[config.mk]
export PLATFORM = sky130hd
export DESIGN_NAME = pattern_loader
export DESIGN_NICKNAME = d
export VERILOG_FILES = /design/src/hdl/sme_char_pkg.sv /design/src/hdl/sme_cfg_pkg.sv /design/src/hdl/pattern_loader.sv
export SDC_FILE = /design/constraint.sdc
export NUM_CORES = 1
export LEC_CHECK = 0
export BUFFER_PORTS_ARGS = -buffer_cell sky130_fd_sc_hd__buf_2
export CORE_MARGIN = 3
export CORE_UTILIZATION = 50
export DETAILED_ROUTE_END_ITERATION = 7
export MAX_ROUTING_LAYER = met4
export PLACE_DENSITY_LB_ADDON = 0.1
export SETUP_SLACK_MARGIN = 0.4
export SYNTH_ARGS = -nofsm -noshare
export SYNTH_HDL_FRONTEND = slang
export SYNTH_SLANG_ARGS = --single-unit
export TNS_END_PERCENT = 1
[constraint.sdc]
create_clock -name clk -period 7.7 [get_ports clk]
set_clock_uncertainty 0.15 [all_clocks]
set_input_delay 1.54 -clock clk [delete_from_list [all_inputs] [get_ports clk]]
set_output_delay 1.54 -clock clk [all_outputs]
set_load 0.02 [all_outputs]
[src/hdl/sme_char_pkg.sv]
package sme_char_pkg;

    // one ascii character
    typedef logic [7:0] char_t;

    // characters with a meaning in a pattern
    localparam char_t CHAR_HAT = 8'h5e;
    localparam char_t CHAR_DOLLAR = 8'h24;
    localparam char_t CHAR_DOT = 8'h2e;

    // underscore separates words in the string
    localparam char_t CHAR_SPACE = 8'h5f;

    // empty slot that matches anything in the body
    localparam char_t CHAR_NONE = 8'h00;

endpackage

[src/hdl/sme_cfg_pkg.sv]
package sme_cfg_pkg;

    // default geometry of the engine
    localparam int STRING_LENGTH_DEF = 32;
    localparam int PATTERN_LENGTH_DEF = 8;

    // main sequencer states
    typedef enum logic [2:0]
    {
        ST_IDLE,
        ST_LOAD_STRING,
        ST_LOAD_PATTERN,
        ST_SEARCH,
        ST_REPORT
    } sme_state_e;

    // anchors removed from the pattern
    typedef struct packed
    {
        logic anchor_start;
        logic anchor_end;
    } pattern_flags_t;

endpackage

[src/hdl/pattern_loader.sv]
`timescale 1ns/10ps

module pattern_loader #(
    parameter int PATTERN_LENGTH = sme_cfg_pkg::PATTERN_LENGTH_DEF,
    localparam int BL_W = $clog2(PATTERN_LENGTH + 1)
) (
    input  logic clk,
    input  logic reset,
    input  sme_char_pkg::char_t chardata,
    input  logic pattern_clear,
    input  logic pattern_write,
    output sme_char_pkg::char_t [PATTERN_LENGTH-1:0] body,
    output logic [BL_W-1:0] body_length,
    output sme_cfg_pkg::pattern_flags_t flags
);
    import sme_char_pkg::*;

    logic dollar_held;
    logic first_hat;
    logic base_held;
    logic [BL_W-1:0] base_len;
    logic [BL_W-1:0] lit_len;

    assign first_hat = pattern_clear && (chardata == CHAR_HAT);

    // first char of a burst starts from an empty body
    assign base_len = pattern_clear ? '0 : body_length;
    assign base_held = pattern_clear ? 1'b0 : dollar_held;
    // slot after a committed dollar
    assign lit_len = base_len + BL_W'(base_held);

    always_ff @(posedge clk)
    begin
        if (pattern_clear)
            body <= {PATTERN_LENGTH{CHAR_NONE}};
        if (pattern_write && !first_hat)
        begin
            // held dollar turned out not to be last
            if (base_held)
                body[base_len] <= CHAR_DOLLAR;
            if (chardata != CHAR_DOLLAR)
                body[lit_len] <= chardata;
        end
    end

    always_ff @(posedge clk or posedge reset)
    begin
        if (reset)
        begin
            body_length <= '0;
            flags <= '0;
            dollar_held <= 1'b0;
        end
        else
        begin
            if (pattern_clear)
                flags <= '0;
            if (pattern_write)
            begin
                if (first_hat)
                begin
                    flags.anchor_start <= 1'b1;
                    body_length <= '0;
                    dollar_held <= 1'b0;
                end
                else if (chardata == CHAR_DOLLAR)
                begin
                    dollar_held <= 1'b1;
                    body_length <= lit_len;
                end
                else
                begin
                    dollar_held <= 1'b0;
                    body_length <= lit_len + 1'b1;
                end
            end
            else if (dollar_held)
            begin
                // burst ended on a dollar
                flags.anchor_end <= 1'b1;
                dollar_held <= 1'b0;
            end
        end
    end

    a_body_fits: assert property (@(posedge clk) disable iff (reset)
        pattern_write |=> body_length <= PATTERN_LENGTH);

endmodule

# Yosys cells after proc, flatten, opt, wreduce, memory -nomap -nowiden
# Index checks and enable logic that the tools add are counted.
# word_totals
regBits,71
in_bits,12
output_inout_bits,70
# op_classes
magnitude_cmp,4
reduce_logical,5
n_bitwise,3
add_sub_neg,2
muxes,22
n_eq_ne,3
# op_table
operator,n
two-way mux 64 bit,5
bitwise mux 64 bit,1
AND 48 bit,1
demux 8 bit (select 3 bit),2
inverter 48 bit,1
two-way mux 8 bit,2
OR 16 bit,1
two-way mux 4 bit,3
== test 8 x 6 -> 1 bit (second input constant),1
== test 8 x 7 -> 1 bit (second input constant),1
>= comparator 4 x 1 -> 1 bit (second input constant),2
less-than comparator 4 bit (second input constant),2
two-way mux 1 bit,8
!= test 8 x 6 -> 1 bit (second input constant),1
adder 4 x 1 -> 4 bit,1
adder 4 x 1 -> 4 bit (second input constant),1
logical AND 1 bit,4
two-way mux 2 bit,1
logical NOT 1 bit,1

# Logic depth before layout (Yosys ltp)
# depth
word_depth,12
depth_mapped,16

# Worst setup path after synthesis
# Ideal clock, no wire load.
# synth_timing
path_type,input port to flip-flop
from,in pattern_clear
to,reg body[63] (netlist bit)
required_ns,7.433
cell_stages,16
arrival_time_ns,4.455
path_slack_ns,2.977
path_cell_list,buf_6 -> clkbuf_1 -> clkbuf_1 -> clkbuf_1 -> nor2_1 -> ha_1 -> ha_1 -> buf_2 -> xnor2_1 -> nor2b_1 -> ha_1 -> and2_1 -> o21ai_1 -> and2_1 -> buf_2 -> a32o_1
# synth_via
elab_chain_len,12
elab_cells_between_ends,24
cone_classes,add/sub: 1; order compare: 4; mux: 12; bitwise: 2; reduce/logical: 5
# synth_lines
element,line_no,rtl
from (decl),pattern_loader.sv:10,"input logic pattern_clear,"
"parallel branches: the longest is 11 deep, another holds adder 4 x 1 -> 4 bit",--,
two-way mux 64 bit (*),pattern_loader.sv:36,if (pattern_write && !first_hat)
to (signal assigned),pattern_loader.sv:35,body <= {PATTERN_LENGTH{CHAR_NONE}};
"to (signal, indexed assignment)",pattern_loader.sv:42,body[lit_len] <= chardata;
to (decl),pattern_loader.sv:12,"output sme_char_pkg::char_t [PATTERN_LENGTH-1:0] body,"
# Every way passes the cells marked *. The select of a mux whose other input is x is not followed.
# A chain may end at the register's enable or synchronous reset.

# Worst setup path in the final report
# Same ends and word-level chain as after synthesis.

==> impl_metrics.yaml <==
worst_hold_path:
  hold_class: "flop to flop"
  whs_path_depth: 1
logic_synthesis:
  synth_fa_ha_area_frac: 0.0164
  synth_top_area_frac: 0.419
  yosys.area_share.simple: 0.159
  ys_warn_count: 0
  netlist_area_um2: 3060
  yosys.area.top_type: "dfxtp_1"
  synth_xor_area_frac: 0.0143
  muxShareOfSynthArea: 0.00696
  synthDistinctLibCells: 52
  netlist_top_cells_area: "dfxtp_1 (42%), o32ai_1 (7.2%), a32o_1 (5.9%)"
  ys.flop_type: "dfxtp_1"
  synth-async-reset-ratio: 0.0986
  synth_compound_area_frac: 0.253
  synth_top_family_by_area: "compound AO/OA/AOI/OAI gates"
  yosysSeqAreaShare: 0.476
  synth.avg_cell_area_um2: 10.2
  synth_edf_count: 0
  syn-instance-count: 300
  synth.net_count: 316
  ys_ff_latch: 71
final_layout:
  post-route-util: 0.635
  layout-area-overhead-vs-synth_pct: 18.6
  drive_gt1_frac: 0.312
  layout_commonest_cell: "buf_2"
  layout_common_cells: "buf_2 (81), dfxtp_1 (64), inv_1 (30)"
  layout.nets: 389
  n_antenna_cell: 0
die:
  core_area_um2: 5710
  std_cell_rows: 27
  die_w_um: 84.2
  fp.dieH_um: 84.2
  top_level_ports: 82
  dieArea_um2: 7090
  start_util: 0.535
setup_path:
  path_cells: "buf_2, nor2_1, ha_1, ha_1, and2_1, nor2b_1, ha_1, and2_1, o21ai_1, and2_1, a32o_1"
  rrSetupSlack_ns: 4.78
  crit_type: "input pin to flop"
  path_depth: 11
  path_buf_inv: 1
  cpPeakStageDelay_ns: 0.61
  path_delay_family: "adder cells"
  cp.required_ns: 7.79
  end_kind: "flop"
  rr_worst_depth: 11
  path_max_fanout: 45
  crit_path_start_kind: "input pin"
  critPathSlowestCell: "buf_2"
  critical_path_arrival_ns: 4.33
clocking:
  cts_tree: "done"
  cts_setup_buffers: 0
  cts_root_buffer: "clkbuf_8"
  clk_pin_slew_ns: 0.08
  htree_levels: 3
  hold_buffers: 0
  cts_buffer_depth: 2
  clock-sinks: 71
  postCtsResizedCells: 0
  insertion_delay_ns: 0.35
  cts-buffers-inserted: 9
placed_design:
  place.gp.congestion: 0.871
  io_buffers: 81
  dpl.hpwl_um: 5590
  dp_slack_ns: 3.13
global_routing:
  grt_pass1_wl_um: 12600
  grt_usage: 0.230
  grt_max_degree: 46
  antenna_found_initial: 0
  grt_pass1_vias: 2452
  grt_remaining_overflow: 0
sta:
  setup_viol: 0
  min_period_ns: 4.24
  fmax_mhz: 236
  setup_ws_ns: 3.46
  drv_slew: 0
  worst_pin_slew_ns: 0.791
  rsz0062_at_grt: "false"
  finalSetupTns_ns: 0
  post-route-period-util: 0.550
  hold_viol: 0
  max-slew-margin-rel: 0.472
detailed_routing:
  drc_errors: 0
  totalWireLength_um: 7750
  drtPass1Iterations: 5
  drtIter0Drc: 236
  vias: 2617
  wl_per_cell_um: 17.2
  ant_nets: 0
  viasPerCell: 5.82
job:
  maxCapViolCount: 0
power_and_ir_drop:
  p_leak_nw: 1.61
  power.density_nw_per_um2: 220
  vdd_ir_drop_max_mv: 0.125
run_status:
  outcome: "complete, no violations"
through the flow:
step / power (W) / hold slack (ns) / instance area [µm²] / instances
after floorplan: 0.000494 / 0.390 / 3060 / 300
after global placement: 0.000530 / 0.293 / 3440 / 434
after detailed placement: 0.000532 / 0.301 / 3440 / 434
after CTS: 0.000801 / 0.321 / 3620 / 450
after global routing: 0.000834 / 0.343 / 3620 / 450
final: 0.000798 / 0.316 / 3620 / 450
cells in the mapped netlist, drive strengths merged, types with 2 or more instances:
cell type,number
dfxtp,64
inv,31
nand2,28
o32ai,25
a32o,18
buf,13
nor2b,12
nor2,10
a22oi,8
nand3,8
o22a,8
dfrtp,7
clkbuf,6
and2,5
o22ai,5
o2bb2ai,5
xnor2,5
a21oi,4
ha,4
nor3,4
and3,3
nand2b,3
a22o,2
and3b,2
o21ai,2
or2,2
or3,2
layer usage:
layer | wire, µm | global-route usage | vias to the layer above
met5 | 0 | - | -
met4 | 119 | 0.0833 | 0
met3 | 615 | 0.0422 | 9
met2 | 3530 | 0.331 | 118
met1 | 3490 | 0.322 | 1242
li1 | - | - | 1248
registers in the layout, indices dropped and copies added (netlist names), named ones only:
register and flops:
body 64, body_length 4, dollar_held 1, flags 1
final timing paths:
check                          startpoint        endpoint
hold / removal                   body[12]        body[12]
min in group asynchronous           reset       async pin
setup / recovery            pattern_clear        body[63]
hold reg to reg                  body[12]        body[12]
setup reg to reg           body_length[0]        body[63]
max in group asynchronous           reset  body_length[1]
cell type report:
type                            count  area (µm²)
Clock inverter                      6        43.8
Tap cell                           72        90.1
Clock buffer                       10         138
Sequential cell                    71        1460
Timing Repair Buffer               81         405
Inverter                           31         116
Fill cell                         491        2080
Multi-Input combinational cell    179        1380
logic make-up after synthesis:
group / after synthesis
flops: 71
buf+inv: 50
compound gates: 84
fa+ha+maj: 4
simple gates: 84
xor+xnor: 5
mux: 2
report_power, final:
group	switching, W	internal (W)	leakage (nW)
combinational	0.0000811	0.0000426	0.903
sequential	0.0000132	0.000387	0.613
clock	0.000147	0.000127	0.0892
Power figures use the tool's default switching activity.
