## src/hdl/sme_char_pkg.sv

```systemverilog
package sme_char_pkg;

    // one ascii character
    typedef logic [7:0] char_t;

    // characters with a meaning in a pattern
    localparam char_t CHAR_HAT = 8'h5e;
    localparam char_t CHAR_DOLLAR = 8'h24;
    localparam char_t CHAR_DOT = 8'h2e;

    // underscore separates words in the string
    localparam char_t CHAR_SPACE = 8'h5f;

    // empty slot that matches anything in the body
    localparam char_t CHAR_NONE = 8'h00;

endpackage

```

## src/hdl/sme_cfg_pkg.sv

```systemverilog
package sme_cfg_pkg;

    // default geometry of the engine
    localparam int STRING_LENGTH_DEF = 32;
    localparam int PATTERN_LENGTH_DEF = 8;

    // main sequencer states
    typedef enum logic [2:0]
    {
        ST_IDLE,
        ST_LOAD_STRING,
        ST_LOAD_PATTERN,
        ST_SEARCH,
        ST_REPORT
    } sme_state_e;

    // anchors removed from the pattern
    typedef struct packed
    {
        logic anchor_start;
        logic anchor_end;
    } pattern_flags_t;

endpackage

```

## src/hdl/match_scanner.sv

```systemverilog
`timescale 1ns/10ps

module match_scanner #(
    parameter int STRING_LENGTH = sme_cfg_pkg::STRING_LENGTH_DEF,
    parameter int PATTERN_LENGTH = sme_cfg_pkg::PATTERN_LENGTH_DEF,
    localparam int LEN_W = $clog2(STRING_LENGTH + 1),
    localparam int BL_W = $clog2(PATTERN_LENGTH + 1),
    localparam int IDX_W = (STRING_LENGTH > 1) ? $clog2(STRING_LENGTH) : 1
) (
    input  logic clk,
    input  logic reset,
    input  logic search_start,
    input  sme_char_pkg::char_t [PATTERN_LENGTH+1:0] window,
    input  logic [LEN_W-1:0] string_length,
    input  sme_char_pkg::char_t [PATTERN_LENGTH-1:0] body,
    input  logic [BL_W-1:0] body_length,
    input  sme_cfg_pkg::pattern_flags_t flags,
    output logic [LEN_W-1:0] window_pos,
    output logic search_done,
    output logic match,
    output logic [IDX_W-1:0] match_index
);
    import sme_char_pkg::*;

    logic searching;
    logic [PATTERN_LENGTH-1:0] slot_ok;
    logic start_ok;
    logic end_ok;
    logic fits;
    logic last_pos;
    logic hit;
    int end_pos;

    // string position just past the body
    assign end_pos = int'(window_pos) + int'(body_length);
    assign fits = end_pos <= int'(string_length);
    assign last_pos = end_pos >= int'(string_length);

    always_comb
    begin
        for (int j = 0; j < PATTERN_LENGTH; j++)
        begin
            slot_ok[j] = (body[j] == CHAR_DOT) || (body[j] == CHAR_NONE)
                || (body[j] == window[j + 1]);
        end
    end

    // window[0] is the character before the body
    assign start_ok = !flags.anchor_start || (window_pos == '0)
        || (window[0] == CHAR_SPACE);
    assign end_ok = !flags.anchor_end || (end_pos == int'(string_length))
        || (window[body_length + 1] == CHAR_SPACE);

    assign hit = fits && (&slot_ok) && start_ok && end_ok;

    always_ff @(posedge clk or posedge reset)
    begin
        if (reset)
        begin
            searching <= 1'b0;
            window_pos <= '0;
            search_done <= 1'b0;
            match <= 1'b0;
            match_index <= '0;
        end
        else
        begin
            search_done <= 1'b0;
            if (search_start)
            begin
                searching <= 1'b1;
                window_pos <= '0;
            end
            else if (searching)
            begin
                if (hit)
                begin
                    searching <= 1'b0;
                    search_done <= 1'b1;
                    match <= 1'b1;
                    match_index <= window_pos[IDX_W-1:0];
                end
                else if (last_pos)
                begin
                    // also covers a body longer than the string
                    searching <= 1'b0;
                    search_done <= 1'b1;
                    match <= 1'b0;
                    match_index <= '0;
                end
                else
                begin
                    window_pos <= window_pos + 1'b1;
                end
            end
        end
    end

    a_pos_in_string: assert property (@(posedge clk) disable iff (reset)
        searching |-> window_pos <= string_length);

endmodule

```

## config.mk

```make
export PLATFORM = sky130hd
export DESIGN_NAME = match_scanner
export DESIGN_NICKNAME = d
export VERILOG_FILES = /design/src/hdl/sme_char_pkg.sv /design/src/hdl/sme_cfg_pkg.sv /design/src/hdl/match_scanner.sv
export SDC_FILE = /design/constraint.sdc
export NUM_CORES = 1
export LEC_CHECK = 0
export BUFFER_PORTS_ARGS = -buffer_cell sky130_fd_sc_hd__buf_4
export CAP_MARGIN = 20
export CORE_ASPECT_RATIO = 1.4
export CORE_UTILIZATION = 37
export CTS_CLUSTER_SIZE = 25
export DETAILED_ROUTE_END_ITERATION = 7
export PLACE_DENSITY = 0.78
export RECOVER_POWER = 25
export SETUP_SLACK_MARGIN = 0.4
export SKIP_LAST_GASP = 1
export SYNTH_ARGS = -nofsm -noshare
export SYNTH_HDL_FRONTEND = slang
export SYNTH_SLANG_ARGS = --single-unit
```

## constraint.sdc

```tcl
create_clock -name clk -period 3.25 [get_ports clk]
set_input_delay 0.1625 -clock clk [delete_from_list [all_inputs] [get_ports clk]]
set_output_delay 0.1625 -clock clk [all_outputs]
set_load 0.02 [all_outputs]
```

Word level (Yosys, flattened, before mapping) --
Cells that the tools add are included.
Word-level totals: output and inout bits 13, word-level logic and storage cells 90, input port bits 159, flip-flop bits (word level) 14
Cells by class: bitwise gates (word level) 1, order comparisons 3, $add $sub $neg 3, reductions and logical operators 39, multiplexer cells 18, equality and inequality tests 21
Operators with widths (count):
- $eq A8 B6 Y1 const B | 8
- $eq A8 B8 Y1 | 8
- $logic_not A8 Y1 | 8
- $bmux W8 S4 | 1
- $mux W6 | 4
- $logic_or A1 B1 Y1 | 20
- $eq A8 B7 Y1 const B | 2
- $mux W1 | 10
- $mux W5 | 2
- $mux W8 | 1
- $reduce_and A8 Y1 | 1
- $add A6 B4 Y7 | 1
- $eq A7 B6 Y1 | 1
- $ge A7 B6 Y1 | 1
- $le A7 B6 Y1 | 1
- $add A6 B1 Y6 const B | 1
- $logic_not A6 Y1 | 1
- $reduce_and A3 Y1 | 2
- $add A4 B1 Y5 const B | 1
- $lt A5 B5 Y1 const B | 1
- $ne A2 B2 Y1 const B | 2
- $reduce_bool A2 Y1 | 2
- $logic_and A1 B1 Y1 | 3
- $logic_not A1 Y1 | 2
- $not A1 Y1 | 1

Longest topological paths before layout --
word-level depth 10, depth in mapped cells 14, depth with buffers taken out 13

Worst setup path before layout --
No wires, ideal clock.
path type flip-flop to flip-flop, from register window_pos[0], to register window_pos[0], stages on the path, launching flop included 14, clock period less this slack 3505 ps, buffers on the path 1, arrival time 3381 ps, slack -255 ps, data required time 3125 ps, library setup time 125 ps, cells stage by stage dfrtp_1 -> ha_1 -> fa_1 -> a21o_1 -> a21oi_1 -> xnor2_1 -> ha_1 -> nand2_1 -> nor2_1 -> nand3_1 -> or3b_2 -> clkbuf_1 -> nor3b_1 -> mux2_2
On the way: cells in the longest elaborated chain, start to end 7, elaborated cells between the ends (all ways) 20, those cells by class add/sub (2); order compare (2); eq/ne (3); mux (4); reduce/logical (9)
Ends and longest elaborated chain:
- start, declared | RTL line match_scanner.sv:18 | output logic [LEN_W-1:0] window_pos,
- start signal, assigned | RTL line match_scanner.sv:93 | window_pos <= window_pos + 1'b1;
- $add A6 B4 Y7 or $logic_not A6 Y1 (tied branches) | RTL line match_scanner.sv:35, match_scanner.sv:49
- $le A7 B6 Y1, or another cell as far along | RTL line match_scanner.sv:36 | assign fits = end_pos <= int'(string_length);
- $logic_and A1 B1 Y1, or another cell as far along | RTL line match_scanner.sv:54 | assign hit = fits && (&slot_ok) && start_ok && end_ok;
- $logic_and A1 B1 Y1 or $logic_or A1 B1 Y1 (tied branches) | RTL line match_scanner.sv:54, match_scanner.sv:52
- $logic_and A1 B1 Y1 | RTL line match_scanner.sv:54
- $ne A2 B2 Y1 (no source line)
- $reduce_and A3 Y1 (no source line)
Parallel ways exist; a longest one is shown, timed or not. The select of a mux whose other input is x is not followed. A chain may end at the register's enable or synchronous reset.

Final worst setup path --
from register window_pos[1], to register window_pos[0]
On the way: cells in the longest elaborated chain, start to end 7, elaborated cells between the ends (all ways) 15, those cells by class add/sub (1); order compare (2); eq/ne (3); reduce/logical (9)
Ends and longest elaborated chain (RTL line):
- $add A6 B4 Y7 or $logic_not A6 Y1 (tied branches) | match_scanner.sv:35, match_scanner.sv:49
- $le A7 B6 Y1, or another cell as far along | match_scanner.sv:36
- $logic_and A1 B1 Y1, or another cell as far along | match_scanner.sv:54
- $logic_and A1 B1 Y1 or $logic_or A1 B1 Y1 (tied branches) | match_scanner.sv:54, match_scanner.sv:52
- $logic_and A1 B1 Y1 | match_scanner.sv:54
- $ne A2 B2 Y1 (no source line)
- $reduce_and A3 Y1 (no source line) *
Mark *: on every way between the ends. The rest lies on a longest branch, timed or not.

==> impl_results.html <==
<table>
<tr><th>Metric</th><th>Value</th></tr>
<tr><th colspan="2">Clock tree</th></tr>
<tr><td>Maximum level of the CTS H-tree</td><td>1</td></tr>
<tr><td>Clock Sink Count</td><td>14</td></tr>
<tr><td>Buffer cell driving the clock tree root</td><td>sky130_fd_sc_hd__clkbuf_8</td></tr>
<tr><td>Number of buffers inserted during clock tree synthesis</td><td>3</td></tr>
<tr><td>Clock-pin slew on the worst setup and hold paths</td><td>0.06 ns</td></tr>
<tr><td>TritonCTS clock tree</td><td>yes</td></tr>
<tr><td>Buffer levels on the longest clock path</td><td>2</td></tr>
<tr><td>Clk_lat worst skew</td><td>0.25 ns</td></tr>
<tr><th colspan="2">Place</th></tr>
<tr><td>Final GP Congestion</td><td>0.8473</td></tr>
<tr><td>Number of placed instances, taps included</td><td>521</td></tr>
<tr><td>Post-placement setup slack</td><td>0.1387 ns</td></tr>
<tr><td>Area of placed instances</td><td>3764 um2</td></tr>
<tr><td>Count of input and output buffers</td><td>171</td></tr>
<tr><td>DP Wirelength</td><td>between 7000 and 8000 um</td></tr>
<tr><th colspan="2">Setup path</th></tr>
<tr><td>Crit end category</td><td>flip-flop</td></tr>
<tr><td>Highest-delay cell along the critical path</td><td>sky130_fd_sc_hd__or3b_4</td></tr>
<tr><td>Cell occurring most often along the worst timing path</td><td>sky130_fd_sc_hd__a21oi_2</td></tr>
<tr><td>First element of the critical path</td><td>window_pos[1]</td></tr>
<tr><td>Top fanout value on the critical path</td><td>5</td></tr>
<tr><td>Launching element type of the critical path</td><td>flip-flop</td></tr>
<tr><td>Kind of critical path</td><td>flip-flop to flip-flop</td></tr>
<tr><td>Launching point of the worst reg2reg path</td><td>window_pos[1]</td></tr>
<tr><td>Required time at the endpoint of the critical path</td><td>around 3.4 ns</td></tr>
<tr><td>Data arrival time of the critical path</td><td>about 3.3 ns</td></tr>
<tr><td>Chain of cells forming the critical path</td><td>ha_4, a21o_1, a21oi_2, nor2b_1, o21ai_1, xnor2_1, ha_1, a21oi_2, o21ai_2, or3b_4, nor3b_4, mux2_4</td></tr>
<tr><td>Stage delay of the slowest cell on the critical path</td><td>0.47 ns</td></tr>
<tr><td>Logic depth of the worst register-to-register path</td><td>12</td></tr>
<tr><th colspan="2">Timing</th></tr>
<tr><td>RSZ-0062 raised after global routing</td><td>yes</td></tr>
<tr><td>Worst Slack Setup Final</td><td>0.1091 ns</td></tr>
<tr><td>Maximum clock skew at final layout</td><td>about 0.005 ns</td></tr>
<tr><td>Final-layout setup total negative slack</td><td>0 ns</td></tr>
<tr><td>Final Max Tran Viols</td><td>0</td></tr>
<tr><td>Final-report setup violation count</td><td>0</td></tr>
<tr><td>Relative slew margins</td><td>0.6300</td></tr>
<tr><td>Slew at the pin closest to its max-slew limit</td><td>between 0.5 and 0.6 ns</td></tr>
<tr><td>Post-route clock period utilization</td><td>0.9664</td></tr>
<tr><td>Top achievable clock speed</td><td>318.4 MHz</td></tr>
<tr><td>Final worst path period need</td><td>3.141 ns</td></tr>
<tr><td>Count of endpoints failing hold in the final timing report</td><td>0</td></tr>
<tr><th colspan="2">Synth</th></tr>
<tr><td>Share of the synthesized area in the top cell type</td><td>0.2522</td></tr>
<tr><td>Share of the yosys chip area belonging to registers</td><td>0.1528</td></tr>
<tr><td>Net count of the mapped netlist</td><td>451</td></tr>
<tr><td>Count of distinct cell types in the synthesized netlist</td><td>43</td></tr>
<tr><td>Total of warnings raised by yosys</td><td>0</td></tr>
<tr><td>Cell Area, Synth</td><td>~2300 um2</td></tr>
<tr><td>Top flip-flop cell by instance count after synthesis</td><td>sky130_fd_sc_hd__dfrtp_1</td></tr>
<tr><td>Leading cell types by total area after synthesis</td><td>sky130_fd_sc_hd__xor2_1 25%, sky130_fd_sc_hd__dfrtp_1 15%, sky130_fd_sc_hd__ha_1 7.1%</td></tr>
<tr><td>Async S/R FF share, synth</td><td>1.000</td></tr>
<tr><td>Number of synthesized register bits</td><td>14</td></tr>
<tr><td>Gate count after technology mapping</td><td>278</td></tr>
<tr><td>Number of enable-type register cells in the synthesized netlist</td><td>0</td></tr>
<tr><td>Mapped Avg Cell Area</td><td>8.245 um2</td></tr>
<tr><td>Largest area contributor in the synthesized netlist</td><td>sky130_fd_sc_hd__xor2_1</td></tr>
<tr><th colspan="2">Routing</th></tr>
<tr><td>Wire length reported by the detailed router</td><td>around 8700 um</td></tr>
<tr><td>Routed vias/inst</td><td>5.665</td></tr>
<tr><td>Number of vias in the routed layout</td><td>3048</td></tr>
<tr><td>Residual DRC</td><td>0</td></tr>
<tr><td>Routed length per instance</td><td>16.10 um</td></tr>
<tr><td>Number of detailed-routing iterations run before antenna repair</td><td>4</td></tr>
<tr><td>Number of violations reported at the end of detailed-routing iteration 0</td><td>between 100 and 150</td></tr>
<tr><td>Antenna Violating Nets Remaining</td><td>0</td></tr>
<tr><th colspan="2">Worst hold path</th></tr>
<tr><td>Beginning of the worst hold path</td><td>search_start</td></tr>
<tr><td>Tightest Hold Check Type</td><td>input pin to flip-flop</td></tr>
<tr><td>Cells on Worst Hold Path</td><td>2</td></tr>
<tr><th colspan="2">Die</th></tr>
<tr><td>Number of I/O pins</td><td>172</td></tr>
<tr><td>Die ar.</td><td>6518 um2</td></tr>
<tr><td>Initial standard-cell utilization of the core</td><td>0.3882</td></tr>
<tr><td>Width of the chip</td><td>68.52 um</td></tr>
<tr><td>Die height</td><td>about 95 um</td></tr>
<tr><td>Count of standard-cell rows</td><td>33</td></tr>
<tr><td>Total core area</td><td>5904 um2</td></tr>
<tr><th colspan="2">Global route</th></tr>
<tr><td>Pin count of the biggest net entering global routing</td><td>15</td></tr>
<tr><td>Global-route wire length before repair</td><td>12990 um</td></tr>
<tr><td>Overall fraction of global-route tracks in use</td><td>0.2583</td></tr>
<tr><td>Antenna violations before repair</td><td>0</td></tr>
<tr><td>Via count of the first global-routing pass</td><td>3134</td></tr>
<tr><td>Residual overflow from global routing</td><td>0</td></tr>
<tr><th colspan="2">Final layout</th></tr>
<tr><td>Commonest non-fill, non-tap cells in the layout</td><td>178 x sky130_fd_sc_hd__buf_4, 65 x sky130_fd_sc_hd__xor2_1, 19 x sky130_fd_sc_hd__nor4_1</td></tr>
<tr><td>Non-filler cells in the finished layout</td><td>538</td></tr>
<tr><td>Post-route cell area</td><td>between 3000 and 4000 um2</td></tr>
<tr><td>Number of inserted filler cells in the final layout</td><td>491</td></tr>
<tr><td>Leading cell type in the layout, fill and taps excluded</td><td>sky130_fd_sc_hd__buf_4</td></tr>
<tr><td>Net count, final</td><td>642</td></tr>
<tr><td>Area added between synthesis and finish</td><td>74.45%</td></tr>
<tr><td>Layout cells sized above 1</td><td>0.4808</td></tr>
<tr><td>Diodes inserted</td><td>0</td></tr>
<tr><th colspan="2">Pwr</th></tr>
<tr><td>Leakage Power</td><td>1.856 nW</td></tr>
<tr><td>Pwr Density</td><td>305.2 nW/um2</td></tr>
<tr><td>Worst VDD drop</td><td>about 0.16 mV</td></tr>
<tr><th colspan="2">Outcome</th></tr>
<tr><td>Status</td><td>finished, final reports clean</td></tr>
<tr><th colspan="2">Run</th></tr>
<tr><td>Maxcap violations</td><td>0</td></tr>
</table>
[final timing paths]
path                                       to  slack [ns]
worst max-delay path            window_pos[0]        0.11
worst min-delay path            window_pos[4]        0.17
worst max register to register  window_pos[0]        0.11
worst min register to register          match        0.49
max in group asynchronous       window_pos[0]        2.32
min in group asynchronous       window_pos[5]        0.53
[synthesized netlist by cell type, types with 8 or more instances]
cell type	number
sky130_fd_sc_hd__ha_1	13
sky130_fd_sc_hd__or4_1	15
sky130_fd_sc_hd__inv_1	11
sky130_fd_sc_hd__nor2_1	8
sky130_fd_sc_hd__a21oi_1	24
sky130_fd_sc_hd__xor2_1	66
sky130_fd_sc_hd__nand3_1	8
sky130_fd_sc_hd__nand4_1	16
sky130_fd_sc_hd__nor4_1	20
sky130_fd_sc_hd__nand2_1	9
sky130_fd_sc_hd__dfrtp_1	14
[layer usage]
layer,vias up,wire (um),global-route usage
met5,-,0,0
met2,152,4885,0.5335
met4,0,289,0.08681
met1,1424,2945,0.2367
met3,30,543,0.04426
li1,1442,-,-
[area by class of cell]
cell class / count / area, um2 / share of cell area
timing repair buffer: 190 / 1414 / 0.3536
sequential: 14 / 352.8 / 0.08824
inverter: 11 / 41.29 / 0.01033
tap: 70 / 87.58 / 0.02190
clock buffer: 4 / 55.05 / 0.01377
multi-input combinational: 249 / 2048 / 0.5122
[state kept, by name (all words and copies together), names as in the netlist]
name and cells:
searching 1, search_done 1, window_pos 6, match 1, match_index 5
[report_power, final]
| group | switching [mW] | total (mW) | internal, mW | leakage [nW] |
|---|---|---|---|---|
| Combinational | 0.378 | 0.833 | 0.456 | 1.64 |
| Sequential | 0.0203 | 0.216 | 0.196 | 0.186 |
| Clock | 0.0638 | 0.171 | 0.107 | 0.0288 |
| Total | 0.462 | 1.22 | 0.759 | 1.86 |
[kinds of logic (layout without fill, tap and decap cells)]
family	Yosys count	after routing	share of synthesized area
flip-flops	14	14	0.1528
XOR/XNOR	71	71	0.2713
buffers and inverters	16	205	0.02620
multiplexers	4	4	0.01910
adder cells (fa/ha/maj)	14	14	0.07970
AND/OR/NAND/NOR	112	113	0.3242
AO/OA/AOI/OAI	47	47	0.1266
[metrics by stage]
stage / utilization / hold slack [ns] / power (mW)
floorplan: - / 0.05158 / 0.5695
global placement: 0.6374 / 0.2311 / 0.8602
detailed placement: 0.6374 / 0.2489 / 0.8781
CTS: 0.6669 / 0.1505 / 1.133
global route: 0.6773 / 0.1694 / 1.298
finish: 0.6773 / 0.1672 / 1.221
[critical path, delay by kind of cell (launching register included)]
| family | cells | cell delay (ns) |
|---|---|---|
| AO/OA/AOI/OAI | 5 | 0.77 |
| multiplexers | 1 | 0.32 |
| flip-flops | 1 | 0.43 |
| adder cells (fa/ha/maj) | 2 | 0.57 |
| AND/OR/NAND/NOR | 3 | 0.85 |
| XOR/XNOR | 1 | 0.10 |
[what timing repair did]
item                                    CTS  global route
resized for setup                        10            11
hold endpoints to repair                 14             0
pin swaps                                 2            12
setup buffers                             7             4
endpoints found under the setup margin   13            14
gates cloned                              1             0
hold buffers                              1             0
No activity file was read; power rests on OpenSTA's default activity.
