==> src/hdl/sme_cfg_pkg.sv <==
package sme_cfg_pkg;

    // default geometry of the engine
    localparam int STRING_LENGTH_DEF = 32;
    localparam int PATTERN_LENGTH_DEF = 8;

    // main sequencer states
    typedef enum logic [2:0]
    {
        ST_IDLE,
        ST_LOAD_STRING,
        ST_LOAD_PATTERN,
        ST_SEARCH,
        ST_REPORT
    } sme_state_e;

    // anchors removed from the pattern
    typedef struct packed
    {
        logic anchor_start;
        logic anchor_end;
    } pattern_flags_t;

endpackage

==> src/hdl/sme_control.sv <==
`timescale 1ns/10ps

module sme_control (
    input  logic clk,
    input  logic reset,
    input  logic isstring,
    input  logic ispattern,
    input  logic search_done,
    output logic string_clear,
    output logic string_write,
    output logic pattern_clear,
    output logic pattern_write,
    output logic search_start,
    output logic valid
);
    import sme_cfg_pkg::*;

    sme_state_e state;
    sme_state_e state_next;
    logic accept;
    logic in_string;

    // a new burst may begin here
    assign accept = (state == ST_IDLE) || (state == ST_REPORT);
    assign in_string = state == ST_LOAD_STRING;

    assign string_clear = isstring && accept;
    assign string_write = isstring && (accept || in_string);
    // string wins when both strobes show up together
    assign pattern_clear = ispattern && !isstring && (accept || in_string);
    assign pattern_write = pattern_clear || (ispattern && state == ST_LOAD_PATTERN);
    assign search_start = (state == ST_LOAD_PATTERN) && !ispattern;
    assign valid = state == ST_REPORT;

    always_comb
    begin
        state_next = state;
        case (state)
            ST_IDLE, ST_LOAD_STRING, ST_REPORT:
            begin
                if (isstring)
                    state_next = ST_LOAD_STRING;
                else if (ispattern)
                    state_next = ST_LOAD_PATTERN;
                else
                    state_next = ST_IDLE;
            end
            ST_LOAD_PATTERN:
            begin
                state_next = ispattern ? ST_LOAD_PATTERN : ST_SEARCH;
            end
            ST_SEARCH:
            begin
                state_next = search_done ? ST_REPORT : ST_SEARCH;
            end
            default:
            begin
                state_next = ST_IDLE;
            end
        endcase
    end

    always_ff @(posedge clk or posedge reset)
    begin
        if (reset)
            state <= ST_IDLE;
        else
            state <= state_next;
    end

    // result is presented for a single cycle only
    a_valid_pulse: assert property (@(posedge clk) disable iff (reset) valid |=> !valid);

endmodule

==> config.mk <==
export PLATFORM = sky130hd
export DESIGN_NAME = sme_control
export DESIGN_NICKNAME = d
export VERILOG_FILES = /design/src/hdl/sme_cfg_pkg.sv /design/src/hdl/sme_control.sv
export SDC_FILE = /design/constraint.sdc
export NUM_CORES = 1
export LEC_CHECK = 0
export ABC_AREA = 0
export BUFFER_PORTS_ARGS = -buffer_cell sky130_fd_sc_hd__buf_2
export CORE_AREA = 3 3 40 42
export CTS_CLUSTER_DIAMETER = 50
export DETAILED_ROUTE_END_ITERATION = 8
export DIE_AREA = 0 0 43 45
export PLACE_DENSITY = 0.46
export SYNTH_ARGS = -nofsm -noshare
export SYNTH_HDL_FRONTEND = slang
export SYNTH_SLANG_ARGS = --single-unit
==> constraint.sdc <==
create_clock -name clk -period 2.3 [get_ports clk]
set_input_delay 0.345 -clock clk [delete_from_list [all_inputs] [get_ports clk]]
set_output_delay 0.345 -clock clk [all_outputs]
set_load 0.1 [all_outputs]
# Word-level counts from Yosys, hierarchy flattened
# Index checks and enable logic that the tools add are counted.
# W data, S select, Z words.
# word_totals
out_inout_bits	6
elab_cells	23
in_bits	5
ff_bits	3
# op_classes
eq_ne	4
mux	5
reduce_logical	13
# ops
op	n
$pmux W3 S3	1
$eq A3 B2 Y1 const B	2
$logic_and A1 B1 Y1	6
$mux W2	2
$eq A3 B1 Y1 const B	1
$eq A3 B3 Y1 const B	1
$logic_not A3 Y1	1
$logic_or A1 B1 Y1	3
$mux W3	1
$reduce_or A3 Y1	1
$logic_not A1 Y1	2
$mux W1	1

# Logic depth before layout (Yosys ltp)
# Gate-level depths: netlist of the first run.
# depth
word_depth	5
mapped_depth	4

# Least setup slack after synthesis of the first run
# No wires, ideal clock.
# synth_timing
path_type	reg2out
start	register state[0]
end	output valid
arrival_ns	2.701
slack_ns	-0.746
path_stages_with_launch	3
path_cell_list	dfrtp_1 -> buf_4 -> nor3b_1
# synth_between
elab_chain_cells	1
# synth_lines
item	line	rtl
from (decl)	sme_control.sv:18	sme_state_e state;
from (signal assigned)	sme_control.sv:68	state <= state_next;
$eq A3 B3 Y1	sme_control.sv:33	assign valid = state == ST_REPORT;
to (decl)	sme_control.sv:14	output logic valid
# No other way between the ends.

# Worst setup path in the final report of the first run
# layout_timing
start	register state[1]
end	output pattern_write
# layout_between
elab_chain_cells	5
# layout_lines
item	line	rtl
$eq A3 B3 Y1 or $logic_not A3 Y1 (tied branches)	sme_control.sv:24	assign accept = (state == ST_IDLE) || (state == ST_REPORT);
$logic_or A1 B1 Y1	sme_control.sv:24	
$logic_or A1 B1 Y1	sme_control.sv:30	assign pattern_clear = ispattern && !isstring && (accept || in_string);
$logic_and A1 B1 Y1	sme_control.sv:30	
$logic_or A1 B1 Y1 *	sme_control.sv:31	assign pattern_write = pattern_clear || (ispattern && state == ST_LOAD_PATTERN);
to (decl)	sme_control.sv:12	output logic pattern_write,
# Mark *: on every way between the ends. The rest lies on a longest branch, timed or not.

==> impl_metrics.csv, run 1 <==
group,metric,value,unit
route,wl_per_cell,10.05,um
die,start_util,15.48,%
logic_synthesis,synthSimpleGateAreaFrac,38.99,%
route,met3WireLength,15,um
logic_synthesis,synth_commonest_cells,"5 x a21oi_1, 4 x nor2_1, 3 x dfrtp_1, 3 x nand2_1",
logic_synthesis,synth_cell_types,14,
sta,tns,0,ns
cts,cts_buffers,3,
sta,drv_slew,0,
finish,top_register,"state",
grt,grt_pass1_wl,1.014,mm
route,vias,226,
logic_synthesis,async_flop_share,100.0,%
route,routed.top_layer,"met3",
logic_synthesis,synth_compound_area_share,15.72,%
sta,hold_viol,0,
worst_setup_path,slowest_stage,"dfrtp_1",
route,drc_errors,0,
logic_synthesis,synth_most_common_cell,"a21oi_1",
worst_setup_path,crit_chain,"or2b_1 > a31oi_1 > nor2b_2 > buf_2",
worst_setup_path,path_class,"flop to primary output",
logic_synthesis,netlist.area_leader.share,37.74,%
logic_synthesis,synth_cells,27,
grt,grt_use_total,7.506,%
worst_setup_path,startpoint_type,"flop",
worst_setup_path,required,1.96,ns
route,viasPerCell,4.036,
die,die_width,43,um
finish,top_regs,"state (3)",
die,coreArea,1285,um2
placement,port_buffers,10,
logic_synthesis,synth_top_cell_by_area,"dfrtp_1",
die,die_area,1935,um2
logic_synthesis,synth_xor_area_share,0,%
worst_setup_path,worst-path-buf-inv,1,
finish,antenna_cells,0,
grt,grt-ovfl-total,0,
grt,antenna_found_initial,0,
grt,grt_pass1_vias,255,
sta,rsz0062_at_grt,"no",
route,postRouteAntennaNets,0,
logic_synthesis,netlist_area,198.9,um2
cts,clkTransAtPathRegs,0.04,ns
logic_synthesis,ys.flop_type,"dfrtp_1",
worst_setup_path,crit_fanout,8,
die,die_h,45,um
logic_synthesis,synthTopCellsByArea,"dfrtp_1 38%, a21oi_1 13%, nor2_1 7.5%",
finish,final_area,319.1,um2
cts,clock-sinks,3,
placement,dp_hpwl,405.3,um
grt,grt_max_degree,9,
sta,worstMarginPinSlew,0.4889,ns
route,drtIter0Drc,1,
route,routed_wl,563,um
sta,finalClockSkew,0.0002272,ns
run,drv_cap,0,
logic_synthesis,ys_seq_area_share,37.74,%
sta,max_freq,520.7,MHz
placement,placed_cell_area,282.8,um2
worst_setup_path,max_stage_delay,0.47,ns
cts,postCtsResizedCells,0,
outcome,status,"complete, no violations",
route,met1_length,248,um
logic_synthesis,avgSynthCellArea,7.368,um2
worst_setup_path,end_kind,"primary output",
logic_synthesis,ys_seq_elements,3,
worst_setup_path,crit_family,"flip-flops",
sta,whs,0.3541,ns
sta,relSlewSlack,67.63,%
die,rows,13,
cts,clk_latency,0.23,ns
sta,fin_crit,1.920,ns
finish,syn2layout_area_growth,60.38,%
placement,gp_congestion,0.7467,
hold_path,min_path_type,"input port to flop",
logic_synthesis,synth_edf_count,0,
cts,cts_tree,"built",
finish,largest_reg_flops,3,
logic_synthesis,syn_nets,32,
worst_setup_path,critPathArrivalTime,1.58,ns
logic_synthesis,yosysWarnings,0,
route,first_pass_iters,2,
finish,fin_nets,47,
sta,setup_viol,0,
cts,htreeDepth,1,
finish,fill_cells,146,
route,dr_wl_met2,299,um
logic_synthesis,synth_top_family_by_area,"simple AND/OR/NAND/NOR gates",
logic_synthesis,synthAdderAreaFrac,0,%
finish,layout-drive-gt1-share,46.34,%
sta,fin_crit_sh,83.50,%
cts,cts_buffer_depth,2,
logic_synthesis,synth_mux_area_share,0,%
die,pin_count,11,
cts,cts-root-buf,"clkbuf_4",
final cells by class:
cell class                 instances  area [um2]  share of cell area (%)
inverter                           2       7.507                   2.353
timing repair buffer              11       60.06                   18.82
tap                               15       18.77                   5.882
multi-input combinational         21       131.4                   41.18
sequential                         3       75.07                   23.53
clock buffer                       4       26.28                   8.235
placed cells by master, fill, tap and decap left out, drive strengths merged:
master / instances
dlygate4sd3: 1
nor2b: 1
nand2: 3
nor3: 2
clkbuf: 4
dfrtp: 3
a21oi: 5
or2b: 1
nor2: 4
nand2b: 1
buf: 10
a31oi: 1
nand3b: 1
inv: 2
nor3b: 1
or3: 1
logic make-up (layout without fill, tap and decap cells):
family | Yosys count | after routing
AO/OA/AOI/OAI | 6 | 6
buffers and inverters | 3 | 17
flip-flops | 3 | 3
AND/OR/NAND/NOR | 15 | 15
per-layer routing:
| layer | up-vias | track usage [%] |
|---|---|---|
| met5 | - | 0 |
| met4 | 0 | 9.036 |
| met3 | 0 | 0.3984 |
| met2 | 4 | 12.87 |
| met1 | 104 | 7.506 |
| li1 | 118 | - |
stage by stage:
stage	worst slack, ns	util (%)	cells
final	0.3796	24.83	56
after global routing	0.2799	24.83	56
after CTS	0.3612	24.83	56
after detailed placement	0.6075	22.01	51
after global placement	0.6026	22.01	51
after floorplan	0.1286	-	27
final timing paths:
kind,start,to,slack [ns],depth (start not counted)
setup / recovery,state[1],pattern_write,0.38,4
hold / removal,search_done,state[2],0.35,3
setup reg to reg,state[2],state[0],1.02,3
hold reg to reg,state[0],state[2],0.67,2
max in group asynchronous,reset,state[2],1.65,3
min in group asynchronous,reset,state[1],0.52,3
tightest hold or removal path: cells and delay by family:
family,cells,cell delay [ns]
buffers and inverters,1,0.11
AND/OR/NAND/NOR,2,0.09
what timing repair did:
item / CTS / global route
hold buffers: 1 / 0
hold endpoints to repair: 3 / 0
buffers inserted: 0 / 0
Power of run 1 is left out: the tool's default activity adds up to more than one toggle a clock period on the data nets, which glitch-free logic cannot reach.
==> run 2, diff against run 1 <==
- ABC_AREA: 0 -> 1
- clock period: 2.3 -> 1.6 ns (I/O delays scaled with it)
==> impl_metrics.csv, run 2 <==
group,metric,value,unit
finish,fill_cells,142,
logic_synthesis,synthAdderAreaFrac,0,%
worst_setup_path,required,1.36,ns
grt,grt_pass1_wl,717,um
route,viasPerCell,3.667,
run,drv_cap,0,
power_and_ir_drop,swShare,54.90,%
sta,setup_viol,0,
placement,port_buffers,10,
finish,top_regs,"state (3)",
cts,cts_buffer_depth,2,
worst_setup_path,path_class,"flop to primary output",
cts,cts-root-buf,"clkbuf_4",
cts,postCtsResizedCells,0,
finish,most-common-layout-cells,"9 x inv_1, 6 x nand2_1, 6 x buf_12",
sta,rsz0062_at_grt,"no",
hold_path,min_path_type,"input port to flop",
die,coreArea,1285,um2
finish,layout-drive-gt1-share,35.56,%
route,postRouteAntennaNets,0,
logic_synthesis,synth_commonest_cells,"9 x inv_1, 6 x nand2_1, 3 x dfrtp_1, 3 x nand3_1, 3 x nor2_1",
power_and_ir_drop,pwr-share-comb,70.4,%
power_and_ir_drop,ir_drop,0.0007122,V
grt,antenna_found_initial,0,
route,routed_wl,440,um
logic_synthesis,synthTopCellsByArea,"dfrtp_1 39%, inv_1 17%, nand2_1 12%",
worst_setup_path,startpoint_type,"flop",
cts,clkTransAtPathRegs,0.03,ns
sta,relSlewSlack,87.06,%
sta,max_freq,686.4,MHz
grt,grt-ovfl-total,0,
finish,layout_commonest_cell,"inv_1",
finish,finalNonFillerCells,60,
hold_path,min_from,"search_done",
power_and_ir_drop,p_leak,0.2187,nW
logic_synthesis,ys_seq_elements,3,
sta,fin_crit_sh,91.06,%
cts,cts_tree,"built",
route,vias,220,
worst_setup_path,crit_fanout,5,
cts,htreeDepth,1,
sta,worstMarginPinSlew,0.1934,ns
die,pin_count,11,
hold_path,min_to,"state[2]",
logic_synthesis,avgSynthCellArea,6.465,um2
worst_setup_path,reg2regPathDepth,3,
route,drtIter0Drc,6,
logic_synthesis,netlist.area_leader.share,38.71,%
cts,clock-sinks,3,
placement,dp_hpwl,367.7,um
sta,hold_viol,0,
hold_path,min_path_cells,3,
logic_synthesis,netlist_area,193.9,um2
placement,gp_congestion,0.7347,
worst_setup_path,startpoint,"state[2]",
worst_setup_path,rrSetupSlack,0.76,ns
logic_synthesis,async_flop_share,100.0,%
logic_synthesis,synth_mux_area_share,0,%
power_and_ir_drop,p_per_area,2282,nW/um2
logic_synthesis,ys.flop_type,"dfrtp_1",
cts,clk_latency,0.23,ns
logic_synthesis,yosysWarnings,0,
logic_synthesis,synth_edf_count,0,
logic_synthesis,ys_seq_area_share,38.71,%
logic_synthesis,synth_most_common_cell,"inv_1",
sta,fin_crit,1.457,ns
logic_synthesis,synthSimpleGateAreaFrac,39.35,%
logic_synthesis,synth_top_cell_by_area,"dfrtp_1",
logic_synthesis,synth_xor_area_share,0,%
worst_setup_path,end_kind,"primary output",
die,die_h,45,um
grt,grt_max_degree,6,
power_and_ir_drop,power_frac_seq,14.9,%
sta,tns,0,ns
finish,fin_nets,51,
route,drc_errors,0,
logic_synthesis,synth_top_family_by_area,"simple AND/OR/NAND/NOR gates",
outcome,status,"complete, no violations",
worst_setup_path,timing.rr.end,"state[0]",
logic_synthesis,synth_compound_area_share,2.581,%
logic_synthesis,synth_cells,30,
sta,drv_slew,0,
placement,placedCellCount,55,
worst_setup_path,critPathArrivalTime,1.22,ns
power_and_ir_drop,power_switching,0.0004876,W
finish,antenna_cells,0,
logic_synthesis,syn_nets,35,
finish,largest_reg_flops,3,
die,start_util,15.09,%
route,wl_per_cell,7.333,um
sta,finalClockSkew,0.003837,ns
route,first_pass_iters,4,
finish,top_register,"state",
sta,whs,0.2778,ns
grt,grt_use_total,5.676,%
die,die_area,1935,um2
grt,grt_pass1_vias,204,
power_and_ir_drop,intPower,0.0004005,W
worst_setup_path,r2r_start,"state[2]",
finish,syn2layout_area_growth,100.6,%
die,rows,13,
power_and_ir_drop,clkPwrFrac,14.8,%
cts,cts_buffers,3,
die,die_width,43,um
logic_synthesis,synth_cell_types,11,
run 2: cell types whose count changed after synthesis, moves of 3 or more:
cell / previous run / this run
nand2_1: 3 / 6
a21oi_1: 5 / 0
nand3_1: 0 / 3
inv_1: 2 / 9
run 2: cell type report:
class | instances | area (um2) | share of cell area (%)
tap | 15 | 18.77 | 4.823
sequential | 3 | 75.07 | 19.29
clock buffer | 4 | 26.28 | 6.752
timing repair buffer | 11 | 150.1 | 38.59
inverter | 10 | 37.54 | 9.646
multi-input combinational | 17 | 81.33 | 20.90
run 2: logic make-up (layout without fill, tap and decap cells):
kind of cell	count (synthesis)	count (layout)
compound gates	1	1
buf+inv	10	25
flops	3	3
simple gates	16	16
run 2: worst max-delay path by stage:
stage	endpoint	depth (start not counted)
6_report	pattern_write	4
4_1_cts	pattern_write	4
3_5_place_dp	pattern_write	4
2_1_floorplan	string_clear	3
3_3_place_gp	pattern_write	4
5_1_grt	pattern_write	4
run 2: power groups by stage:
| stage | Clock, W | Combinational (W) | Sequential, W |
|---|---|---|---|
| 5_1_grt | 0.000148 | 0.000656 | 0.000136 |
| 3_3_place_gp | 0 | 0.000626 | 0.000133 |
| 4_1_cts | 0.000139 | 0.000628 | 0.000132 |
| 6_report | 0.000131 | 0.000625 | 0.000132 |
| 3_5_place_dp | 0 | 0.000625 | 0.000133 |
| 2_1_floorplan | 0 | 0.000416 | 0.000128 |
run 2: stage by stage:
| stage | instance area (um2) | util, % | setup slack [ns] | total power (W) |
|---|---|---|---|---|
| final | 389.1 | 30.28 | 0.1430 | 0.0008880 |
| after global routing | 389.1 | 30.28 | 0.05200 | 0.0009410 |
| after CTS | 389.1 | 30.28 | 0.1318 | 0.0008998 |
| after detailed placement | 352.8 | 27.46 | 0.3897 | 0.0007582 |
| after global placement | 352.8 | 27.46 | 0.3876 | 0.0007593 |
| after floorplan | 193.9 | - | -0.4416 | 0.0005440 |
run 2: metal layers:
metal  GRT usage, %  part of all wire, %  vias up
met4          9.036                    0        0
met2          7.485                   53        4
met5              0                    0        -
met1          5.340                   43       97
li1               -                    -      119
met3          2.390                  3.4        0
run 2: repair_timing:
item / CTS / global route
setup endpoints to repair: 0 / 0
hold buffers: 1 / 0
hold endpoints to repair: 3 / 0
setup buffers: 0 / 0
run 2: worst max-delay path, stage by stage, from the launching register on:
cell and delay [ns]:
dfrtp_1 0.42, nor2_2 0.18, nand3_1 0.09, nand2_1 0.12, buf_12 0.18
Note: power is estimated with default switching activity, not from simulation.
==> run 3, diff against run 2 <==
==> constraint.sdc (replaced) <==
create_clock -name clk -period 1.6 [get_ports clk]
set_input_delay 0.32 -clock clk [delete_from_list [all_inputs] [get_ports clk]]
set_output_delay 0.32 -clock clk [all_outputs]
set_load 0.1 [all_outputs]
==> impl_metrics.csv, run 3 (same netlist as run 2, synthesis figures left out) <==
group,metric,value,unit
sta,drv_slew,0,
grt,grt_max_degree,6,
cts,cts-root-buf,"clkbuf_4",
worst_setup_path,path_class,"flop to primary output",
worst_setup_path,worst-path-buf-inv,1,
finish,final_area,404.1,um2
route,drc_errors,0,
placement,port_buffers,10,
die,coreArea,1285,um2
placement,dp_hpwl,374,um
route,routed_wl,464,um
finish,antenna_cells,0,
worst_setup_path,crit_chain,"nand2_1 > nand4_1 > nand2_2 > buf_12",
worst_setup_path,crit_cells,4,
worst_setup_path,end_kind,"primary output",
sta,worstMarginPinSlew,0.1623,ns
sta,fin_crit_sh,95.11,%
sta,max_freq,657.1,MHz
route,drtIter0Drc,1,
sta,rsz0062_at_grt,"no",
worst_setup_path,crit_fanout,5,
cts,cts_tree,"built",
worst_setup_path,startpoint_type,"flop",
worst_setup_path,required,1.28,ns
cts,clkTransAtPathRegs,0.03,ns
placement,place_ws,0.3006,ns
grt,grt_pass1_vias,211,
sta,setup_viol,0,
die,rows,13,
finish,fin_nets,52,
sta,finalClockSkew,0.001689,ns
finish,post-route-util,31.45,%
grt,grt_pass1_wl,752,um
cts,cts_buffers,3,
power_and_ir_drop,ir_drop,0.0006569,V
worst_setup_path,rrSetupSlack,0.63,ns
sta,fin_ws,0.07817,ns
route,viasPerCell,3.541,
outcome,status,"complete, no violations",
die,start_util,15.09,%
sta,hold_viol,0,
worst_setup_path,timing.rr.end,"state[1]",
worst_setup_path,critPathArrivalTime,1.20,ns
cts,clock-sinks,3,
worst_setup_path,reg2regPathDepth,4,
route,first_pass_iters,4,
finish,largest_reg_flops,3,
route,postRouteAntennaNets,0,
die,die_h,45,um
worst_setup_path,crit_family,"flip-flops",
die,die_area,1935,um2
finish,top_register,"state",
hold_path,min_from,"search_done",
grt,grt_use_total,6.000,%
placement,placed_cell_area,360.3,um2
grt,antenna_found_initial,0,
route,wl_per_cell,7.607,um
sta,relSlewSlack,89.09,%
sta,fin_crit,1.522,ns
hold_path,min_to,"state[2]",
power_and_ir_drop,p_per_area,2252,nW/um2
hold_path,min_path_type,"input port to flop",
cts,cts_buffer_depth,2,
placement,gp_congestion,0.7407,
finish,most-common-layout-cells,"8 x inv_1, 6 x buf_12, 5 x nand2_1",
finish,layout_commonest_cell,"inv_1",
grt,grt-ovfl-total,0,
finish,top_regs,"state (3)",
die,die_width,43,um
run,drv_cap,0,
finish,layout-drive-gt1-share,45.65,%
worst_setup_path,slowest_stage,"dfrtp_1",
power_and_ir_drop,p_leak,0.2203,nW
hold_path,min_path_cells,3,
route,vias,216,
worst_setup_path,r2r_start,"state[2]",
cts,clk_latency,0.23,ns
worst_setup_path,max_stage_delay,0.42,ns
cts,htreeDepth,1,
finish,syn2layout_area_growth,108.4,%
die,pin_count,11,
run 3: changes by cell type in the layout (fill, tap and decap cells not counted), sizes merged:
cell | before | now
buf | 10 | 11
run 3: layer usage:
layer,up-vias,share of wire [%],GRT usage (%)
met5,-,0,0
met4,0,0,9.036
met3,0,3.7,2.390
met1,92,44,5.556
met2,4,53,8.383
li1,120,-,-
run 3: worst min-delay path, cell delays in order:
cell and delay [ns]:
buf_2 0.09, inv_1 0.08, nor3_1 0.06
run 3: worst max path at each step:
| stage | slack (ns) | start | endpoint |
|---|---|---|---|
| after floorplan | -0.08 | state[0] | string_clear |
| after global placement | 0.30 | isstring | pattern_clear |
| after detailed placement | 0.30 | isstring | pattern_clear |
| after CTS | 0.06 | state[2] | pattern_clear |
| after global routing | 0.004 | state[2] | pattern_write |
| final | 0.08 | state[2] | pattern_write |
run 3: through the flow:
stage,setup TNS [ns],hold slack [ns],power (W),instances
after global routing,0,0.3792,0.0009653,61
after detailed placement,0,0.1907,0.0007748,55
after global placement,0,0.1881,0.0007733,55
final,0,0.3652,0.0009100,61
after floorplan,-0.1604,0.07364,0.0005565,30
after CTS,0,0.3545,0.0009137,60
run 3: layout make-up:
cell class / count / area (um2)
Timing Repair Buffer: 12 / 157.7
Multi-Input combinational cell: 17 / 88.84
Sequential cell: 3 / 75.07
Tap cell: 15 / 18.77
Clock buffer: 4 / 26.28
Inverter: 10 / 37.54
Fill cell: 144 / 880.8
run 3: report_power, final:
part | internal, W | switching (W)
sequential | 0.000107 | 0.0000262
combinational | 0.000209 | 0.000438
clock | 0.0000933 | 0.0000366
run 3: what timing repair did:
item / in CTS / in global routing
setup endpoints to repair: 0 / 2
hold buffers: 1 / 0
setup buffers: 0 / 1
endpoints found under the hold margin: 3 / 0
gates resized for setup: 0 / 1
